[src/hdl/opc_pkg.sv]
// Sizes are fixed here for two collectors, 4 warps of 16 registers and a 32-bit single lane
package opc_pkg;

    localparam int num_opcs  = 2;
    localparam int num_regs  = 16;
    localparam int reg_idx_w = 4;
    localparam int num_warps = 4;
    localparam int wid_w     = 2;
    localparam int xlen      = 32;
    localparam int tag_w     = 4;
    localparam int opc_sel_w = 1;

    typedef struct packed {
        logic [wid_w-1:0]     wid;
        logic [reg_idx_w-1:0] rs1;
        logic [reg_idx_w-1:0] rs2;
        logic [reg_idx_w-1:0] rd;
        logic [tag_w-1:0]     tag;
    } issue_t;

    typedef struct packed {
        logic [wid_w-1:0]     wid;
        logic [reg_idx_w-1:0] rd;
        logic [xlen-1:0]      data;
    } wb_t;

    typedef struct packed {
        logic [wid_w-1:0]     wid;
        logic [reg_idx_w-1:0] idx;
    } gpr_req_t;

    typedef struct packed {
        logic [tag_w-1:0]     tag;
        logic [reg_idx_w-1:0] rd;
        logic [wid_w-1:0]     wid;
        logic [xlen-1:0]      rs1_data;
        logic [xlen-1:0]      rs2_data;
    } operands_t;

    // Round-robin pick, nearest requester after the last winner has priority
    function automatic logic [opc_sel_w-1:0] rr_pick(input logic [num_opcs-1:0] req,
                                                     input logic [opc_sel_w-1:0] last);
        logic [opc_sel_w-1:0] pick;
        int idx;
        pick = last;
        // Walk from the farthest to the nearest so the nearest match is kept
        for (int k = num_opcs; k >= 1; k--) begin
            idx = (int'(last) + k) % num_opcs;
            if (req[idx]) begin
                pick = opc_sel_w'(idx);
            end
        end
        return pick;
    endfunction

endpackage

[src/hdl/opc_unit.sv]
// One collector; reads rs1 then rs2 through the shared file and holds the result until taken
`timescale 1ns/1ps

module opc_unit import opc_pkg::*; (
    input  logic                clk,
    input  logic                arst_n,
    input  logic                issue_valid,
    input  issue_t              issue,
    output logic                free,
    output logic                gpr_req_valid,
    output gpr_req_t            gpr_req,
    input  logic                gpr_req_ready,
    input  logic                gpr_rsp_valid,
    input  logic [xlen-1:0]     gpr_rsp_data,
    output logic [wid_w-1:0]    wid,
    output logic [num_regs-1:0] pending_regs,
    output logic                opc_valid,
    output operands_t           opc_data,
    input  logic                opc_ready
);

    typedef enum logic [1:0] {
        st_idle,
        st_rd1,
        st_rd2,
        st_done
    } state_t;

    state_t          state;
    issue_t          inst_q;
    logic [xlen-1:0] rs1_q;
    logic [xlen-1:0] rs2_q;
    logic            rd_busy_q;
    logic            rsp_slot_q;
    logic            granted;

    assign free          = (state == st_idle);
    assign gpr_req_valid = (state == st_rd1) || (state == st_rd2);
    assign gpr_req.wid   = inst_q.wid;
    assign gpr_req.idx   = (state == st_rd1) ? inst_q.rs1 : inst_q.rs2;
    assign granted       = gpr_req_valid && gpr_req_ready;

    // Result is offered only once the rs2 response has landed in its slot
    assign opc_valid = (state == st_done) && !rd_busy_q;
    assign opc_data  = '{tag: inst_q.tag, rd: inst_q.rd, wid: inst_q.wid,
                         rs1_data: rs1_q, rs2_data: rs2_q};

    assign wid = inst_q.wid;

    // A source stays pending until its read has been granted
    always_comb begin
        pending_regs = '0;
        if (state == st_rd1) begin
            pending_regs[inst_q.rs1] = 1'b1;
        end
        if ((state == st_rd1) || (state == st_rd2)) begin
            pending_regs[inst_q.rs2] = 1'b1;
        end
    end

    always_ff @(posedge clk or negedge arst_n) begin
        if (!arst_n) begin
            state      <= st_idle;
            rd_busy_q  <= 1'b0;
            rsp_slot_q <= 1'b0;
        end else begin
            // A new grant can coincide with the previous response
            if (granted) begin
                rd_busy_q  <= 1'b1;
                rsp_slot_q <= (state == st_rd2);
            end else if (gpr_rsp_valid) begin
                rd_busy_q <= 1'b0;
            end
            case (state)
                st_idle: if (issue_valid) state <= st_rd1;
                st_rd1:  if (gpr_req_ready) state <= st_rd2;
                st_rd2:  if (gpr_req_ready) state <= st_done;
                st_done: if (opc_valid && opc_ready) state <= st_idle;
                default: state <= st_idle;
            endcase
        end
    end

    always_ff @(posedge clk) begin
        if (issue_valid && free) begin
            inst_q <= issue;
        end
        if (gpr_rsp_valid) begin
            if (rsp_slot_q) begin
                rs2_q <= gpr_rsp_data;
            end else begin
                rs1_q <= gpr_rsp_data;
            end
        end
    end

endmodule

[config.mk]
export PLATFORM = sky130hd
export DESIGN_NAME = opc_unit
export DESIGN_NICKNAME = d
export VERILOG_FILES = /design/src/hdl/opc_pkg.sv /design/src/hdl/opc_unit.sv
export SDC_FILE = /design/constraint.sdc
export NUM_CORES = 1
export LEC_CHECK = 0
export BUFFER_PORTS_ARGS = -buffer_cell sky130_fd_sc_hd__buf_2
export CAP_MARGIN = 20
export CORE_UTILIZATION = 45
export DETAILED_ROUTE_END_ITERATION = 6
export PLACE_DENSITY = 0.81
export REMOVE_ABC_BUFFERS = 1
export SYNTH_ARGS = -nofsm -noshare
export SYNTH_HDL_FRONTEND = slang
export SYNTH_SLANG_ARGS = --single-unit
[constraint.sdc]
create_clock -name clk -period 2.4 [get_ports clk]
set_input_delay 0.48 -clock clk [delete_from_list [all_inputs] [get_ports clk]]
set_output_delay 0.48 -clock clk [all_outputs]
set_load 0.02 [all_outputs]
Yosys cells after proc, flatten, opt, wreduce, memory -nomap -nowiden
Index checks and enable logic that the tools add are counted.
Word-level totals
  memory bits (writable): 0
  input bits: 56
  bits in latches: 0
  flip-flop bits (word level): 86
  memory bits (read-only): 0
  output and inout bits: 101
  memories: 0
  word-level logic and storage cells: 50
Operators by class
  reduce and logical (&&, ||, !) cells: 13
  eq/ne operators: 7
  shift operators: 0
  bitwise logic cells: 2
  div/mod/pow operators: 0
  add/subtract/negate cells: 0
  order comparisons: 4
  $mul: 0
  mux-type cells: 14
Operator list (number)
  16-bit 2-to-1 mux: 2
  16-bit OR: 1
  4-bit by 5-bit less-than comparator with 1-bit output (second input constant): 2
  1-bit demux with 4-bit select: 2
  4-bit by 1-bit >= comparator with 1-bit output (second input constant): 2
  2-bit 2-to-1 mux: 4
  2-bit one-hot mux with 4 select lines: 1
  1-bit logical AND: 6
  2-bit inequality test (second input constant): 3
  2-bit == test (second input constant): 2
  1-bit 2-to-1 mux: 4
  4-bit 2-to-1 mux: 1
  2-bit AND reduction: 2
  4-bit AND reduction: 1
  2-bit by 1-bit == test with 1-bit output (second input constant): 1
  2-bit logical NOT: 1
  2-bit by 1-bit inequality test with 1-bit output (second input constant): 1
  2-bit nonzero test: 1
  1-bit logical NOT: 1
  1-bit logical OR: 1
  1-bit inverter: 1

Depth between registers and ports, before layout
  word-level depth: 7
  gate-level depth with buffers: 6
  depth with buffers taken out: 5

Least setup slack after synthesis
Ideal clock, no wire load.
  path type: input-to-reg
  from: input gpr_rsp_valid
  to: register rs1_q[0], enable pin
  arrival time: 1928 ps
  stages on the path: 1
  setup time: 425 ps
  buffers on the path: 0
  path slack: 47 ps
  path through: nor2b_1
On the way
  cells in the longest elaborated chain, start to end: 1
Ends and longest elaborated chain
  start, declared: RTL line opc_unit.sv:13  | input logic gpr_rsp_valid,
  2-bit AND reduction (no source line)
  end signal, assigned: RTL line opc_unit.sv:92  | rs1_q <= gpr_rsp_data;
  end, declared: RTL line opc_unit.sv:31  | logic [xlen-1:0] rs1_q;
No other way between the ends.
A chain may end at the register's enable or synchronous reset.

Final worst setup path
  from: register state[1]
  to: output pending_regs[12]
On the way
  cells in the longest elaborated chain, start to end: 4
Ends and longest elaborated chain
  start, declared: RTL line opc_unit.sv:29  | state_t state;
  start signal, assigned: RTL line opc_unit.sv:63  | state <= st_idle;
  start signal, assigned: RTL line opc_unit.sv:75  | st_idle: if (issue_valid) state <= st_rd1;
  start signal, assigned: RTL line opc_unit.sv:76  | st_rd1: if (gpr_req_ready) state <= st_rd2;
  2-bit by 1-bit == test with 1-bit output: RTL line opc_unit.sv:53, opc_unit.sv:56
  16-bit 2-to-1 mux: RTL line opc_unit.sv:53  | if (state == st_rd1) begin
  16-bit OR (no source line)
  16-bit 2-to-1 mux (*): RTL line opc_unit.sv:56  | if ((state == st_rd1) || (state == st_rd2)) begin
  end, declared: RTL line opc_unit.sv:16  | output logic [num_regs-1:0] pending_regs,
Mark *: on every way between the ends. The rest lies on a longest branch, timed or not.

==> impl_metrics.json <==
{
  "ios": 157,
  "irDropWorstVdd_uv": 561,
  "met3_length_um": 390,
  "io_buffer_count": 156,
  "hold_viol": 0,
  "max_slew_margin_pct": 70.8,
  "tightest_slew_ns": 0.438,
  "ys_types": 23,
  "fin_crit_ns": 2.30,
  "skew_ns": 0.00966,
  "clkLatencyLatePin_ns": 0.34,
  "grt-ovfl-total": 0,
  "crit_type": "register to output pin",
  "numCtsBuffers": 9,
  "yosysWarnings": 0,
  "drcViolationCount": 0,
  "cts_tree": "built",
  "synthesis.instances": 161,
  "routed_via_density": 4.94,
  "clkTransAtPathRegs_ns": 0.08,
  "fp.dieArea_mm2": 0.00726,
  "grt_pass1_vias": 1888,
  "top_layer": "met4",
  "cp_slowest_cell": "or3b_4",
  "vias": 1982,
  "grt_max_degree": 33,
  "wirelength_mm": 6.58,
  "globalplace.congestion": 0.881,
  "htree_num_levels": 3,
  "wl_per_cell_um": 16.4,
  "timing.final.crit_share_pct": 96.0,
  "setup_violations": 0,
  "nets": 381,
  "cts-root-buf": "clkbuf_8",
  "slowest_delay_ns": 0.41,
  "maxCapViolations": 0,
  "clockBufferDepth": 2,
  "grt_util_all_layers_pct": 18.0,
  "final_common_cell": "buf_2",
  "maxSlewViolCount": 0,
  "syn_area_mm2": 0.00312,
  "drt-pass1-iter-count": 4,
  "required_ns": 1.92,
  "rsz0062_at_grt": "no",
  "fillers": 522,
  "area_growth_pct": 33.7,
  "setup.worst_path.start_class": "register",
  "cp_max_fo": 7,
  "finalSetupTns_ns": 0,
  "hold_ws_ns": 0.315,
  "antenna_left": 0,
  "row_count": 29,
  "end_kind": "output pin",
  "synth-seq-cells": 86,
  "drive_gt1_share_pct": 59.0,
  "path_delay_family": "simple AND/OR/NAND/NOR gates",
  "synth-seq-area-share_pct": 82.2,
  "first_iter_violations": 84,
  "cp_cell_sequence": "inv_2, ha_4, or3b_4, o22ai_1, buf_4",
  "leakage_nw": 1.75,
  "antenna_found_initial": 0,
  "hpwl_mm": 4.84,
  "hp-class": "input port to register",
  "syn_avg_cell_area_um2": 19.4,
  "diodes": 0,
  "core_mm2": 0.00653,
  "status": "finished clean",
  "powerDensity_mw_per_mm2": 1040,
  "fmaxAchievable_ghz": 0.434,
  "clock_sinks": 86,
  "start_util_pct": 47.7,
  "die_w_um": 85.2,
  "wl_met2_mm": 3.64,
  "m1WireLength_mm": 2.47,
  "final_cell_mix": "buf_2 (154), edfxtp_1 (82), o22ai_1 (14), clkbuf_8 (9), buf_4 (8)",
  "critPathBufInv": 2,
  "grt_pass1_wl_mm": 9.60,
  "die_h_um": 85.2,
  "arrival_ns": 1.82
}
registers in the layout (all words and copies together), names as in the netlist:
signal      count
inst_q          8
rsp_slot_q      1
opc_data        8
rs2_q          32
wid             2
rs1_q          32
rd_busy_q       1
state           2
metrics by stage:
step	power, W	setup slack [ns]	cells	instance area, um2	util (%)
after global routing	0.00451	0.0126	401	4170	63.8
after CTS	0.00432	0.0130	400	4140	63.4
final	0.00432	0.0968	401	4170	63.8
after detailed placement	0.00330	0.299	383	3910	59.9
after global placement	0.00326	0.366	383	3910	59.9
after floorplan	0.00285	0.0474	146	3000	-
logic make-up (layout without fill, tap and decap cells):
logic type      after synthesis  in the layout  share of synthesized area [%]
mux                           6              6                           2.17
compound gates               21             21                           4.54
simple gates                 24             24                           4.82
buf+inv                      19            182                           4.22
flops                        86             86                           82.2
fa+ha+maj                     5              5                           2.01
worst register-to-register path, cell delays in order (launching register included):
cell and delay, ns:
dfrtp_1 0.39, buf_4 0.15, ha_1 0.20, buf_4 0.17, or2_1 0.22, a221oi_2 0.28
mux2_1 0.35
synth_stat cells, drive strengths merged:
cell     instances  area, um2
buf             15        116
nand2b           5       31.3
ha               5       62.6
nand3b           4       30.0
a211oi           1       7.51
nor2b            3       18.8
a21oi            1       5.00
a221oi           1       15.0
nand3            2       10.0
dfrtp            4        100
edfxtp          82       2460
o22ai           16        100
nand2            3       11.3
mux2             6       67.6
inv              4       15.0
or3b             2       17.5
or2              3       18.8
a2bb2oi          1       8.76
o21ai            1       5.00
and2             2       12.5
layout make-up:
type	count	area (um2)	share of cell area [%]
inverter	4	15.0	0.360
multi-input combinational	56	457	11.0
tap	77	96.3	2.31
sequential	86	2560	61.5
clock buffer	9	124	2.97
timing repair buffer	163	841	20.2
clock inverter	6	71.3	1.71
path summary, 6_finish.rpt:
check / startpoint / end / slack, ns / cells after the start
setup / recovery: state[1]$_DFFE_PN0P_ / pending_regs[12] / 0.1 / 5
setup reg to reg: state[0]$_DFFE_PN0P_ / state[1]$_DFFE_PN0P_ / 0.53 / 6
hold / removal: issue[6] / opc_data[68]$_DFFE_PP_ / 0.31 / 1
hold reg to reg: state[1]$_DFFE_PN0P_ / state[1]$_DFFE_PN0P_ / 0.57 / 1
max in group asynchronous: arst_n / rsp_slot_q$_DFFE_PN0P_ / 1.79 / 2
min in group asynchronous: arst_n / rd_busy_q$_DFFE_PN0P_ / 0.49 / 2
per-layer routing:
metal  GRT usage, %  vias up
li1               -      938
met1           20.2      955
met2           32.5       80
met3           4.77        9
met4           7.55        0
met5              0        -
timing repair:
item,CTS,global route
pin swaps,0,0
endpoints found under the hold margin,4,0
gates cloned,0,0
hold buffers,1,0
setup buffers,1,1
gates resized for setup,2,5
endpoints found under the setup margin,4,6
power by group:
group | internal (W) | switching (W) | leakage (nW)
sequential | 0.00193 | 0.0000878 | 0.815
clock | 0.000486 | 0.000496 | 0.0976
combinational | 0.000487 | 0.000833 | 0.841
No activity file was read; power rests on OpenSTA's default activity.
