File: src/hdl/opc_pkg.sv
// Sizes are fixed here for two collectors, 4 warps of 16 registers and a 32-bit single lane
package opc_pkg;

    localparam int num_opcs  = 2;
    localparam int num_regs  = 16;
    localparam int reg_idx_w = 4;
    localparam int num_warps = 4;
    localparam int wid_w     = 2;
    localparam int xlen      = 32;
    localparam int tag_w     = 4;
    localparam int opc_sel_w = 1;

    typedef struct packed {
        logic [wid_w-1:0]     wid;
        logic [reg_idx_w-1:0] rs1;
        logic [reg_idx_w-1:0] rs2;
        logic [reg_idx_w-1:0] rd;
        logic [tag_w-1:0]     tag;
    } issue_t;

    typedef struct packed {
        logic [wid_w-1:0]     wid;
        logic [reg_idx_w-1:0] rd;
        logic [xlen-1:0]      data;
    } wb_t;

    typedef struct packed {
        logic [wid_w-1:0]     wid;
        logic [reg_idx_w-1:0] idx;
    } gpr_req_t;

    typedef struct packed {
        logic [tag_w-1:0]     tag;
        logic [reg_idx_w-1:0] rd;
        logic [wid_w-1:0]     wid;
        logic [xlen-1:0]      rs1_data;
        logic [xlen-1:0]      rs2_data;
    } operands_t;

    // Round-robin pick, nearest requester after the last winner has priority
    function automatic logic [opc_sel_w-1:0] rr_pick(input logic [num_opcs-1:0] req,
                                                     input logic [opc_sel_w-1:0] last);
        logic [opc_sel_w-1:0] pick;
        int idx;
        pick = last;
        // Walk from the farthest to the nearest so the nearest match is kept
        for (int k = num_opcs; k >= 1; k--) begin
            idx = (int'(last) + k) % num_opcs;
            if (req[idx]) begin
                pick = opc_sel_w'(idx);
            end
        end
        return pick;
    endfunction

endpackage

File: src/hdl/opc_result_arb.sv
// Merges collector results round-robin into one output register held under back-pressure
`timescale 1ns/1ps

module opc_result_arb import opc_pkg::*; (
    input  logic                 clk,
    input  logic                 arst_n,
    input  logic [num_opcs-1:0]  in_valid,
    input  operands_t [num_opcs-1:0] in_data,
    output logic [num_opcs-1:0]  in_ready,
    output logic                 out_valid,
    output operands_t            out,
    input  logic                 out_ready
);

    logic [opc_sel_w-1:0] last_q;
    logic [opc_sel_w-1:0] pick;
    logic                 load;
    logic                 out_valid_q;
    operands_t            out_q;

    assign pick = rr_pick(in_valid, last_q);

    // The register can take a new word when it is empty or drains this cycle
    assign load = !out_valid_q || out_ready;

    always_comb begin
        in_ready = '0;
        if (load && (|in_valid)) begin
            in_ready[pick] = 1'b1;
        end
    end

    assign out_valid = out_valid_q;
    assign out       = out_q;

    always_ff @(posedge clk or negedge arst_n) begin
        if (!arst_n) begin
            out_valid_q <= 1'b0;
            last_q      <= '0;
        end else if (load) begin
            out_valid_q <= |in_valid;
            if (|in_valid) begin
                last_q <= pick;
            end
        end
    end

    always_ff @(posedge clk) begin
        if (load && (|in_valid)) begin
            out_q <= in_data[pick];
        end
    end

endmodule

File: config.mk
export PLATFORM = sky130hd
export DESIGN_NAME = opc_result_arb
export DESIGN_NICKNAME = d
export VERILOG_FILES = /design/src/hdl/opc_pkg.sv /design/src/hdl/opc_result_arb.sv
export SDC_FILE = /design/constraint.sdc
export NUM_CORES = 1
export LEC_CHECK = 0
export ABC_AREA = 1
export BUFFER_PORTS_ARGS = -buffer_cell sky130_fd_sc_hd__buf_2
export CAP_MARGIN = 20
export CORE_ASPECT_RATIO = 1.4
export CORE_MARGIN = 3
export CORE_UTILIZATION = 25
export CTS_BUF_LIST = sky130_fd_sc_hd__clkbuf_8
export CTS_CLUSTER_DIAMETER = 30
export CTS_CLUSTER_SIZE = 8
export DETAILED_ROUTE_END_ITERATION = 8
export GPL_TIMING_DRIVEN = 0
export SKIP_CTS_REPAIR_TIMING = 1
export SYNTH_ARGS = -nofsm -noshare
export SYNTH_HDL_FRONTEND = slang
export SYNTH_SLANG_ARGS = --single-unit
export TNS_END_PERCENT = 100
File: constraint.sdc
create_clock -name clk -period 4.8 [get_ports clk]
set_input_delay 0.48 -clock clk [delete_from_list [all_inputs] [get_ports clk]]
set_output_delay 0.48 -clock clk [all_outputs]
set_load 0.05 [all_outputs]
Yosys cells after proc, flatten, opt, wreduce, memory -nomap -nowiden
Cells that the tools add are included.
{ "classes": {"n_addsub": 2, "n_lt_le_gt_ge": 4, "mux": 13, "bitwise": 2, "reduce_logical": 6} }
{ "ops": {"columns": ["cell", "n"], "rows": [
  ["two-way mux 74 bit", 2],
  ["two-way mux 1 bit", 9],
  ["< comparator 2 x 3 -> 1 bit, second input constant", 2],
  ["adder 1 bit, second input constant", 2],
  ["bitwise AND 1 bit, first input constant", 2],
  ["logical AND 1 bit", 2],
  ["< comparator 1 x 2 -> 1 bit, second input constant", 1],
  ["two-way mux 2 bit", 1],
  ["AND reduction 2 bit", 1],
  ["OR reduction 2 bit", 1],
  ["demux 1 bit (select 1 bit)", 1],
  ["greater-or-equal comparator 1 bit, second input constant", 1],
  ["logical NOT 1 bit", 1],
  ["logical OR 1 bit", 1]
]} }
{ "totals": {"ff_bits": 76, "in_bits": 153, "output_inout_bits": 77} }

Longest topological paths before layout
Gate-level depths: netlist (run 1).
{ "depth": {"depth_word": 12, "mapped_depth": 7, "mapped_depth_nobuf": 5} }

Worst setup path before layout (run 1)
OpenSTA, ideal clock, no wires.
{ "synth_timing": {"kind": "flip-flop to output port", "start": "reg out_valid_q, in the netlist out_valid", "end": "out in_ready[1]", "t_arrival_ns": 4.589, "t_required_ns": 4.320, "setup_slack_ns": -0.269, "stages_incl_launch_ff": 6, "path_cell_list": "dfrtp_1 > inv_1 > nor2_1 > nor2_1 > nand2_1 > inv_1"} }
{ "synth_via": {"elab_chain_len": 4} }
{ "synth_rtl": {"columns": ["item", "line_no", "source"], "rows": [
  ["start, declared", "opc_result_arb.sv:18", "logic out_valid_q;"],
  ["start signal, assigned", "opc_result_arb.sv:41", "out_valid_q <= |in_valid;"],
  ["logical NOT 1 bit", "opc_result_arb.sv:24", "assign load = !out_valid_q || out_ready;"],
  ["logical OR 1 bit", "opc_result_arb.sv:24", null],
  ["logical AND 1 bit", "opc_result_arb.sv:28", "if (load && (|in_valid)) begin"],
  ["two-way mux 2 bit", "opc_result_arb.sv:28", null],
  ["end, declared", "opc_result_arb.sv:9", "output logic [num_opcs-1:0] in_ready,"]
]} }
Every way passes these cells.

Worst setup path in the final report (run 1)
{ "layout_timing": {"start": "reg last_q", "end": "out in_ready[1]"} }
{ "layout_via": {"elab_chain_len": 11} }
{ "layout_rtl": {"columns": ["item", "line_no", "source"], "rows": [
  ["start, declared", "opc_result_arb.sv:15", "logic [opc_sel_w-1:0] last_q;"],
  ["start signal, assigned", "opc_result_arb.sv:43", "last_q <= pick;"],
  ["adder 1 bit", "opc_pkg.sv:48", "idx = (int'(last) + k) % num_opcs;"],
  ["two-way mux 1 bit (implied by the code) (3 in series)", "opc_pkg.sv:49", "if (req[idx]) begin"],
  ["two-way mux 1 bit", "opc_pkg.sv:49", null],
  ["two-way mux 1 bit (*)", "opc_pkg.sv:49", null],
  ["< comparator 1 x 2 -> 1 bit (implied by the code) / greater-or-equal comparator 1 bit (equally long branches)", "opc_result_arb.sv:29", "in_ready[pick] = 1'b1;"],
  ["logical AND 1 bit (implied by the code)", "opc_result_arb.sv:29", null],
  ["two-way mux 1 bit (implied by the code)", "opc_result_arb.sv:29", null],
  ["demux 1 bit (select 1 bit) (*)", "opc_result_arb.sv:29", null],
  ["two-way mux 2 bit (*)", "opc_result_arb.sv:28", null]
]} }
Mark *: on every way between the ends. The rest lies on a longest branch, timed or not. The select of a mux whose other input is x is not followed.

==> results.md, run 1 <==
* CTS tree: yes
* Crit path DAT at around 1.7 ns
* Hold slack at 0.398 ns
* Internal at 0.00137 W
* DRC Markers at 0
* CP startpoint: last_q
* Gpl congestion at 0.819
* Worst VDD drop at 136 uV
* Register clock-pin slew on the reported worst setup and hold paths at 0.08 ns
* Clock network power share at 0.266
* GR Util met2 at 0.244
* CTS Buf Count at 9
* Psw at about 0.00077 W
* Nets at 731
* Yosys cell types at 11
* Num rows at 49
* Die X at 103 um
* Cell accounting for the most synthesized area: edfxtp_1
* Reg power frac at 0.405
* Seq cells post-synth at 76
* CP required at 4.32 ns
* Leakage at 2.59 nW
* Cells after Synth at 335
* Area growth syn-to-layout at 49.3%
* Routed len/inst at 13.7 um
* Clk sinks at 76
* GRT met3 Usage at 0.0290
* Outcome: complete, no violations
* First-pass GRT wire length at 14200 um
* Die boundary height at 142 um
* Crit path max fanout at 10
* GRT busiest layer: met2
* Final min period at 2.14 ns
* Mapped cell area at 0.00330 sq mm
* Worst-Margin Slew at 0.443 ns
* Initial antenna violation count at 0
* GR Overflow Total at 0
* Synthesized area per cell at roughly 9.8 sq um
* Startpoint Class: flip-flop
* GRT met1 Usage at 0.135
* Die area at 0.0146 sq mm
* Root Buffer Master: clkbuf_8
* Count of final setup violators at 0
* Syn nets at 488
* Reg2reg start: last_q
* Initial Util at 0.256
* Final slew viol count at 0
* Ratio of routed vias to standard cells at 4.15
* GR Util All Layers at 0.130
* Reg2Reg Depth at 7
* Yosys warns at 0
* WS Path Type: reg -> out
* Most Frequent Cell on Critical Path: nand2_1
* Post-route antenna net violation count at 0
* Post-route cell area at 0.00492 sq mm
* Critical path buffers and inverters at 4
* Gate power share at 0.330
* Hold Crit Depth at 3
* Top delay family on crit path: buffers and inverters
* Tcrit/Tclk final at 0.446
* Number of max-cap violations at 0
* Hold Fails Final Rpt at 0
* Vias at 3053
* Core area at 0.0129 sq mm
* Layout cell share with drive strength beyond 1 at 0.450
* RSZ-0062 raised after global routing: false
* Crit. End Element: output port
* Vias in the first global route at 2896
* CTS HTree Levels at 3
* CP cell instances: nand2_1 -> inv_2 -> nor2_2 -> buf_4 -> nand2_1 -> inv_1 -> buf_2
* Worst Hold Class: in -> reg
* Antenna diode count at 0
* DP HPWL at approximately 8000 um
* Layout Skew at 0.00936 ns
* Crit-path max cell delay at approximately 0.4 ns
* I/O pin count at 230
* 1st-pass router iterations at 4
* Iteration-0 DRC Markers at 64
* Largest net degree at the start of global routing at 36
* Setup TNS at 0 ns
* Util after Layout at 0.382
* Worst hold start: in_data[100]
* Dpl cell area at between 0.004 and 0.005 sq mm
* Pwr dens at around 440 mW/mm^2
* Switching Share at 0.360
* Slew margin rel. at 0.705
* Clk Latency, worst-skew pair at approximately 0.34 ns
* Clock tree buffer depth at 2
* # port buffers at approximately 230
* Critical path depth in cells at 7
* Synth area leaders: edfxtp_1 67%, nand2_1 26%, buf_4 2.7%, dfrtp_1 1.5%, inv_1 0.57%
* Max Clock Freq at ~0.47 GHz
* Routed WL at 10100 um
* Synth top area share at 0.674
* Post-synthesis sequential area ratio at 0.689
* CP max-delay cell: dfrtp_1
-- power by group through the flow --
stage / combinational (W) / sequential (W) / clock [W]
final: 0.000707 / 0.000868 / 0.000571
after global routing: 0.000765 / 0.000876 / 0.000616
after CTS: 0.000719 / 0.000869 / 0.000594
after detailed placement: 0.000718 / 0.000884 / 0
after global placement: 0.000701 / 0.000885 / 0
after floorplan: 0.000208 / 0.00118 / 0
-- sequential cells by signal, indices dropped and copies added (netlist names) --
name / cells
last_q: 1
out: 74
out_valid: 1
-- per-stage QoR --
| step | worst slack (ns) | power (W) | std cells |
|---|---|---|---|
| floorplan | 1.09 | 0.00139 | 335 |
| global route | 2.50 | 0.00226 | 735 |
| global placement | 0.323 | 0.00159 | 717 |
| detailed placement | 2.80 | 0.00160 | 719 |
| finish | 2.66 | 0.00215 | 735 |
| CTS | 2.60 | 0.00218 | 734 |
-- path summary, 6_finish.rpt --
check,to,slack [ns]
max,in_ready[1],2.66
min,out[26],0.40
max reg2reg,out[14],3.41
min reg2reg,last_q,0.53
max in group asynchronous,last_q,4.24
min in group asynchronous,out_valid,0.45
-- cell families after synthesis --
logic type / share of synthesized area
compound gates: 0.00152
flops: 0.689
simple gates: 0.269
buf+inv: 0.0398
-- cells in the mapped netlist --
| cell type | instances |
|---|---|
| nand2_1 | 230 |
| edfxtp_1 | 74 |
| buf_4 | 12 |
| inv_1 | 5 |
| nor2_1 | 5 |
| buf_2 | 3 |
| dfrtp_1 | 2 |
| buf_1 | 1 |
| inv_2 | 1 |
| nor2_2 | 1 |
| o21ai_1 | 1 |
-- worst reg2reg max path: stages (launching register included) --
cell and delay [ns]:
dfrtp_1 0.40, nand2_1 0.10, inv_2 0.04, nor2_2 0.15
buf_4 0.23, buf_4 0.20, nand2_1 0.07, nand2_1 0.07
-- routing by layer --
layer / share of wire / routed length (um)
met5: 0 / 0
met4: 0.026 / 259
met2: 0.54 / 5420
met3: 0.058 / 580
met1: 0.38 / 3800
-- cells in the final DEF (no fill, tap or decap) --
cell,Yosys,layout
buf_2,3,232
nand2_1,230,230
edfxtp_1,74,74
buf_4,12,12
clkbuf_8,0,9
inv_1,5,7
nor2_1,5,4
bufinv_16,0,3
dfrtp_1,2,2
buf_12,0,2
inv_2,1,1
nor2_2,1,1
o21ai_1,1,1
buf_1,1,1
nor2_4,0,1
clkinv_4,0,1
dlygate4sd3_1,0,1
-- cell type report --
class / instances / area, sq um
fill: 1340 / 7950
multi-input combinational: 237 / 901
clock buffer: 9 / 124
inverter: 6 / 22.5
sequential: 76 / 2270
buffer: 16 / 109
timing repair buffer: 232 / 1200
clock inverter: 6 / 106
tap: 153 / 191
Power figures use the tool's default switching activity.
==> run 2: changes to the inputs <==
Settings changed: ABC_AREA 1 to 0.
Clock period 4.8 ns to 1.8 ns, I/O delays scaled along.
==> run 2 against run 1 <==
Net effect: critical path depth fell by 2; worst hold slack got worse by 0.27 ns; count of clock-buffer cells in the layout grew 1; cell area increased by 4.1%; synthesized cell count shrank 49%; sequential power increased to 2.6 times the previous value; utilization shrank 0.65 points; clock power grew 100%; die area grew 7.1%; global-route usage fell by 1.9 points; first-iteration DRC count up 1.6%; critical path type is now reg -> reg.
==> results.md, run 2 <==
* CP required at 1.89 ns (-2.43 ns)
* Slew margin rel. at 0.627 (-0.0774)
* Most used flip-flop cell after synthesis: edfxtp_1
* Synthesized area per cell at 20.8 sq um (+110%)
* Worst VDD drop at 358 uV (+160%)
* Worst slack, placed at -0.0485 ns (-2.85 ns)
* Core area at 0.0136 sq mm (+5.9%)
* Number of max-cap violations at 0 (unchanged)
* Setup ws final at 0.215 ns (-2.44 ns)
* Antenna diode count at 0 (unchanged)
* Worst Hold Class: in -> reg
* Commonest non-fill, non-tap cells in the layout: 229 x buf_2, 74 x edfxtp_1, 60 x mux2_4, 14 x mux2_2, 10 x clkbuf_8
* Crit. End Element: flip-flop
* 1st-pass router iterations at 4 (unchanged)
* Max Clock Freq at 0.631 GHz
* Startpoint Class: flip-flop
* Initial Util at 0.260 (+0.00365)
* First-pass GRT wire length at 13400 um (-5.6%)
* CP cell instances: nand2_1 -> o21ai_2 -> buf_12 -> buf_12 -> mux2_4
* Seq cells post-synth at 76 (unchanged)
* GR Util All Layers at 0.111 (-0.0190)
* Count of final setup violators at 0 (unchanged)
* Yosys warns at 0 (unchanged)
* Root Buffer Master: clkbuf_8
* Final min period at between 1.5 and 2 ns
* Nets at 565 (-23%)
* Die area at 0.0157 sq mm (+7.1%)
* Register clock-pin slew on the reported worst setup and hold paths at 0.09 ns (about the same)
* Ratio of routed vias to standard cells at 4.06 (-2.3%)
* Yosys cell types at 15 (+4)
* Cells after Synth at 170 (-49%)
* Routed len/inst at 15.6 um (+14%)
* Outcome: complete, no violations
* Post-route antenna net violation count at 0 (unchanged)
* CP max-delay cell: dfrtp_1
* Tcrit/Tclk final at 0.881
* Vias in the first global route at 2615 (-9.7%)
* Worst-Margin Slew at 0.559 ns (+0.116 ns)
* Post-Layout Cell Count at 599 (-19%)
* Synth top cells by count: 74 x edfxtp_1, 60 x mux2_4, 14 x mux2_2
* Area growth syn-to-layout at 44.7%
* Clock tree buffer depth at 2 (unchanged)
* Util after Layout at 0.376 (-0.00653)
* Mapped cell area at 0.00354 sq mm (+7.4%)
* Setup TNS at 0 ns (unchanged)
* Iteration-0 DRC Markers at 65 (+1.6%)
* CTS HTree Levels at 3 (unchanged)
* Cell accounting for the most synthesized area: edfxtp_1
* Clk sinks at 76 (unchanged)
* Crit-path max cell delay at 0.42 ns (+0.02 ns)
* Commonest non-fill, non-tap cell in the layout: buf_2
* Layout cell share with drive strength beyond 1 at 0.791 (+0.341)
* Fillers at 1383 (+3.2%)
* Largest net degree at the start of global routing at 75 (+110%)
* Synth top area share at 0.627 (-0.0467)
* Layout Skew at 0.0117 ns (+0.00232 ns)
* GR Overflow Total at 0 (unchanged)
* Most Frequent Cell on Critical Path: buf_12
* CTS tree: yes
* DRC Markers at 0 (unchanged)
* Post-synthesis sequential area ratio at 0.641 (-0.0477)
* Top-count cell post-synth: edfxtp_1
* Num rows at 50 (+2.0%)
* Initial antenna violation count at 0 (unchanged)
* Die boundary height at 147 um (+3.5%)
* Pwr dens at 1040 mW/mm^2 (+140%)
* # port buffers at 229 (unchanged)
* Post-synth EDFFs at 74 (unchanged)
* I/O pin count at 230 (unchanged)
* Crit path DAT at 1.68 ns (+0.02 ns)
* DP HPWL at 7020 um (-12%)
* Number of flip-flops in the largest register at 74 (unchanged)
* Post-route cell area at 0.00512 sq mm (+4.1%)
* Die X at 107 um (+3.4%)
* Synth area leaders: edfxtp_1 63%, mux2_4 25%, mux2_2 4.5%, buf_12 4.0%, dfrtp_1 1.4%
* Leakage at 2.37 nW (-8.5%)
* Dpl cell area at 0.00492 sq mm (+5.2%)
* RSZ-0062 raised after global routing: false
* Placed instance count at 581 (-19%)
* Routed WL at 9350 um (-7.1%)
* Post-synth ARST share at 0.0263 (unchanged)
* Hold Fails Final Rpt at 0 (unchanged)
* Vias at 2432 (-20%)
* Syn nets at 323 (-34%)
* Clk Latency, worst-skew pair at 0.35 ns (about the same)
* Final slew viol count at 0 (unchanged)
* WS Path Type: reg -> reg
* CTS Buf Count at 9 (unchanged)
* Gpl congestion at 0.744 (-9.1%)
* Crit path max fanout at 10 (unchanged)
[run 2: cell types whose count changed after synthesis, sizes merged]
cell / delta
a21oi: +2
a31oi: +1
and3: +1
buf: -8
inv: -5
mux2: +74
nand2: -227
nand2b: +1
nor2: -5
o21a: +1
[run 2: worst paths after layout]
kind	startpoint	to	slack, ns	cells past startpoint
setup reg to reg	last_q	out[28]	0.21	5
max in group asynchronous	arst_n	out_valid	1.54	2
hold / removal	in_data[13]	out[13]	0.13	2
setup / recovery	last_q	out[28]	0.21	5
hold reg to reg	last_q	last_q	0.55	1
min in group asynchronous	arst_n	last_q	0.14	2
[run 2: layout make-up]
type | count | area, sq um | area share
buffer | 8 | 148 | 0.0288
clock buffer | 10 | 138 | 0.0269
clock inverter | 6 | 35.0 | 0.00684
inverter | 1 | 3.75 | 0.000732
multi-input combinational | 86 | 1140 | 0.223
sequential | 76 | 2270 | 0.444
tap | 182 | 228 | 0.0444
timing repair buffer | 230 | 1160 | 0.226
[run 2: metal layers]
metal | vias to the layer above | wire length [um] | GRT usage | share of wire
met5 | - | 0 | 0 | 0
met1 | 1141 | 3430 | 0.113 | 0.37
met4 | 0 | 170 | 0.0486 | 0.018
met3 | 13 | 679 | 0.0308 | 0.073
met2 | 126 | 5070 | 0.209 | 0.54
li1 | 1152 | - | - | -
[run 2: where the power goes]
group / internal (W) / switching, W / leakage (nW)
Sequential: 0.00221 / 0.0000491 / 0.736
Combinational: 0.000792 / 0.00112 / 1.55
Clock: 0.000526 / 0.000627 / 0.0869
Total: 0.00353 / 0.00180 / 2.37
[run 2: worst max-delay path: cells and delay by family, from the launching register on]
kind | cells | cell delay (ns)
compound gates | 1 | 0.11
buf+inv | 2 | 0.37
flops | 1 | 0.42
mux | 1 | 0.31
simple gates | 1 | 0.11
[run 2: per-stage QoR]
stage	power [W]	hold WS, ns
2_1_floorplan	0.00377	-0.116
3_3_place_gp	0.00420	-0.0331
3_5_place_dp	0.00423	-0.0287
4_1_cts	0.00541	-0.425
5_1_grt	0.00556	0.102
6_report	0.00533	0.125
[run 2: kinds of logic after synthesis]
group,synth area share
compound gates,0.00919
buf+inv,0.0427
flops,0.641
mux,0.299
simple gates,0.00777
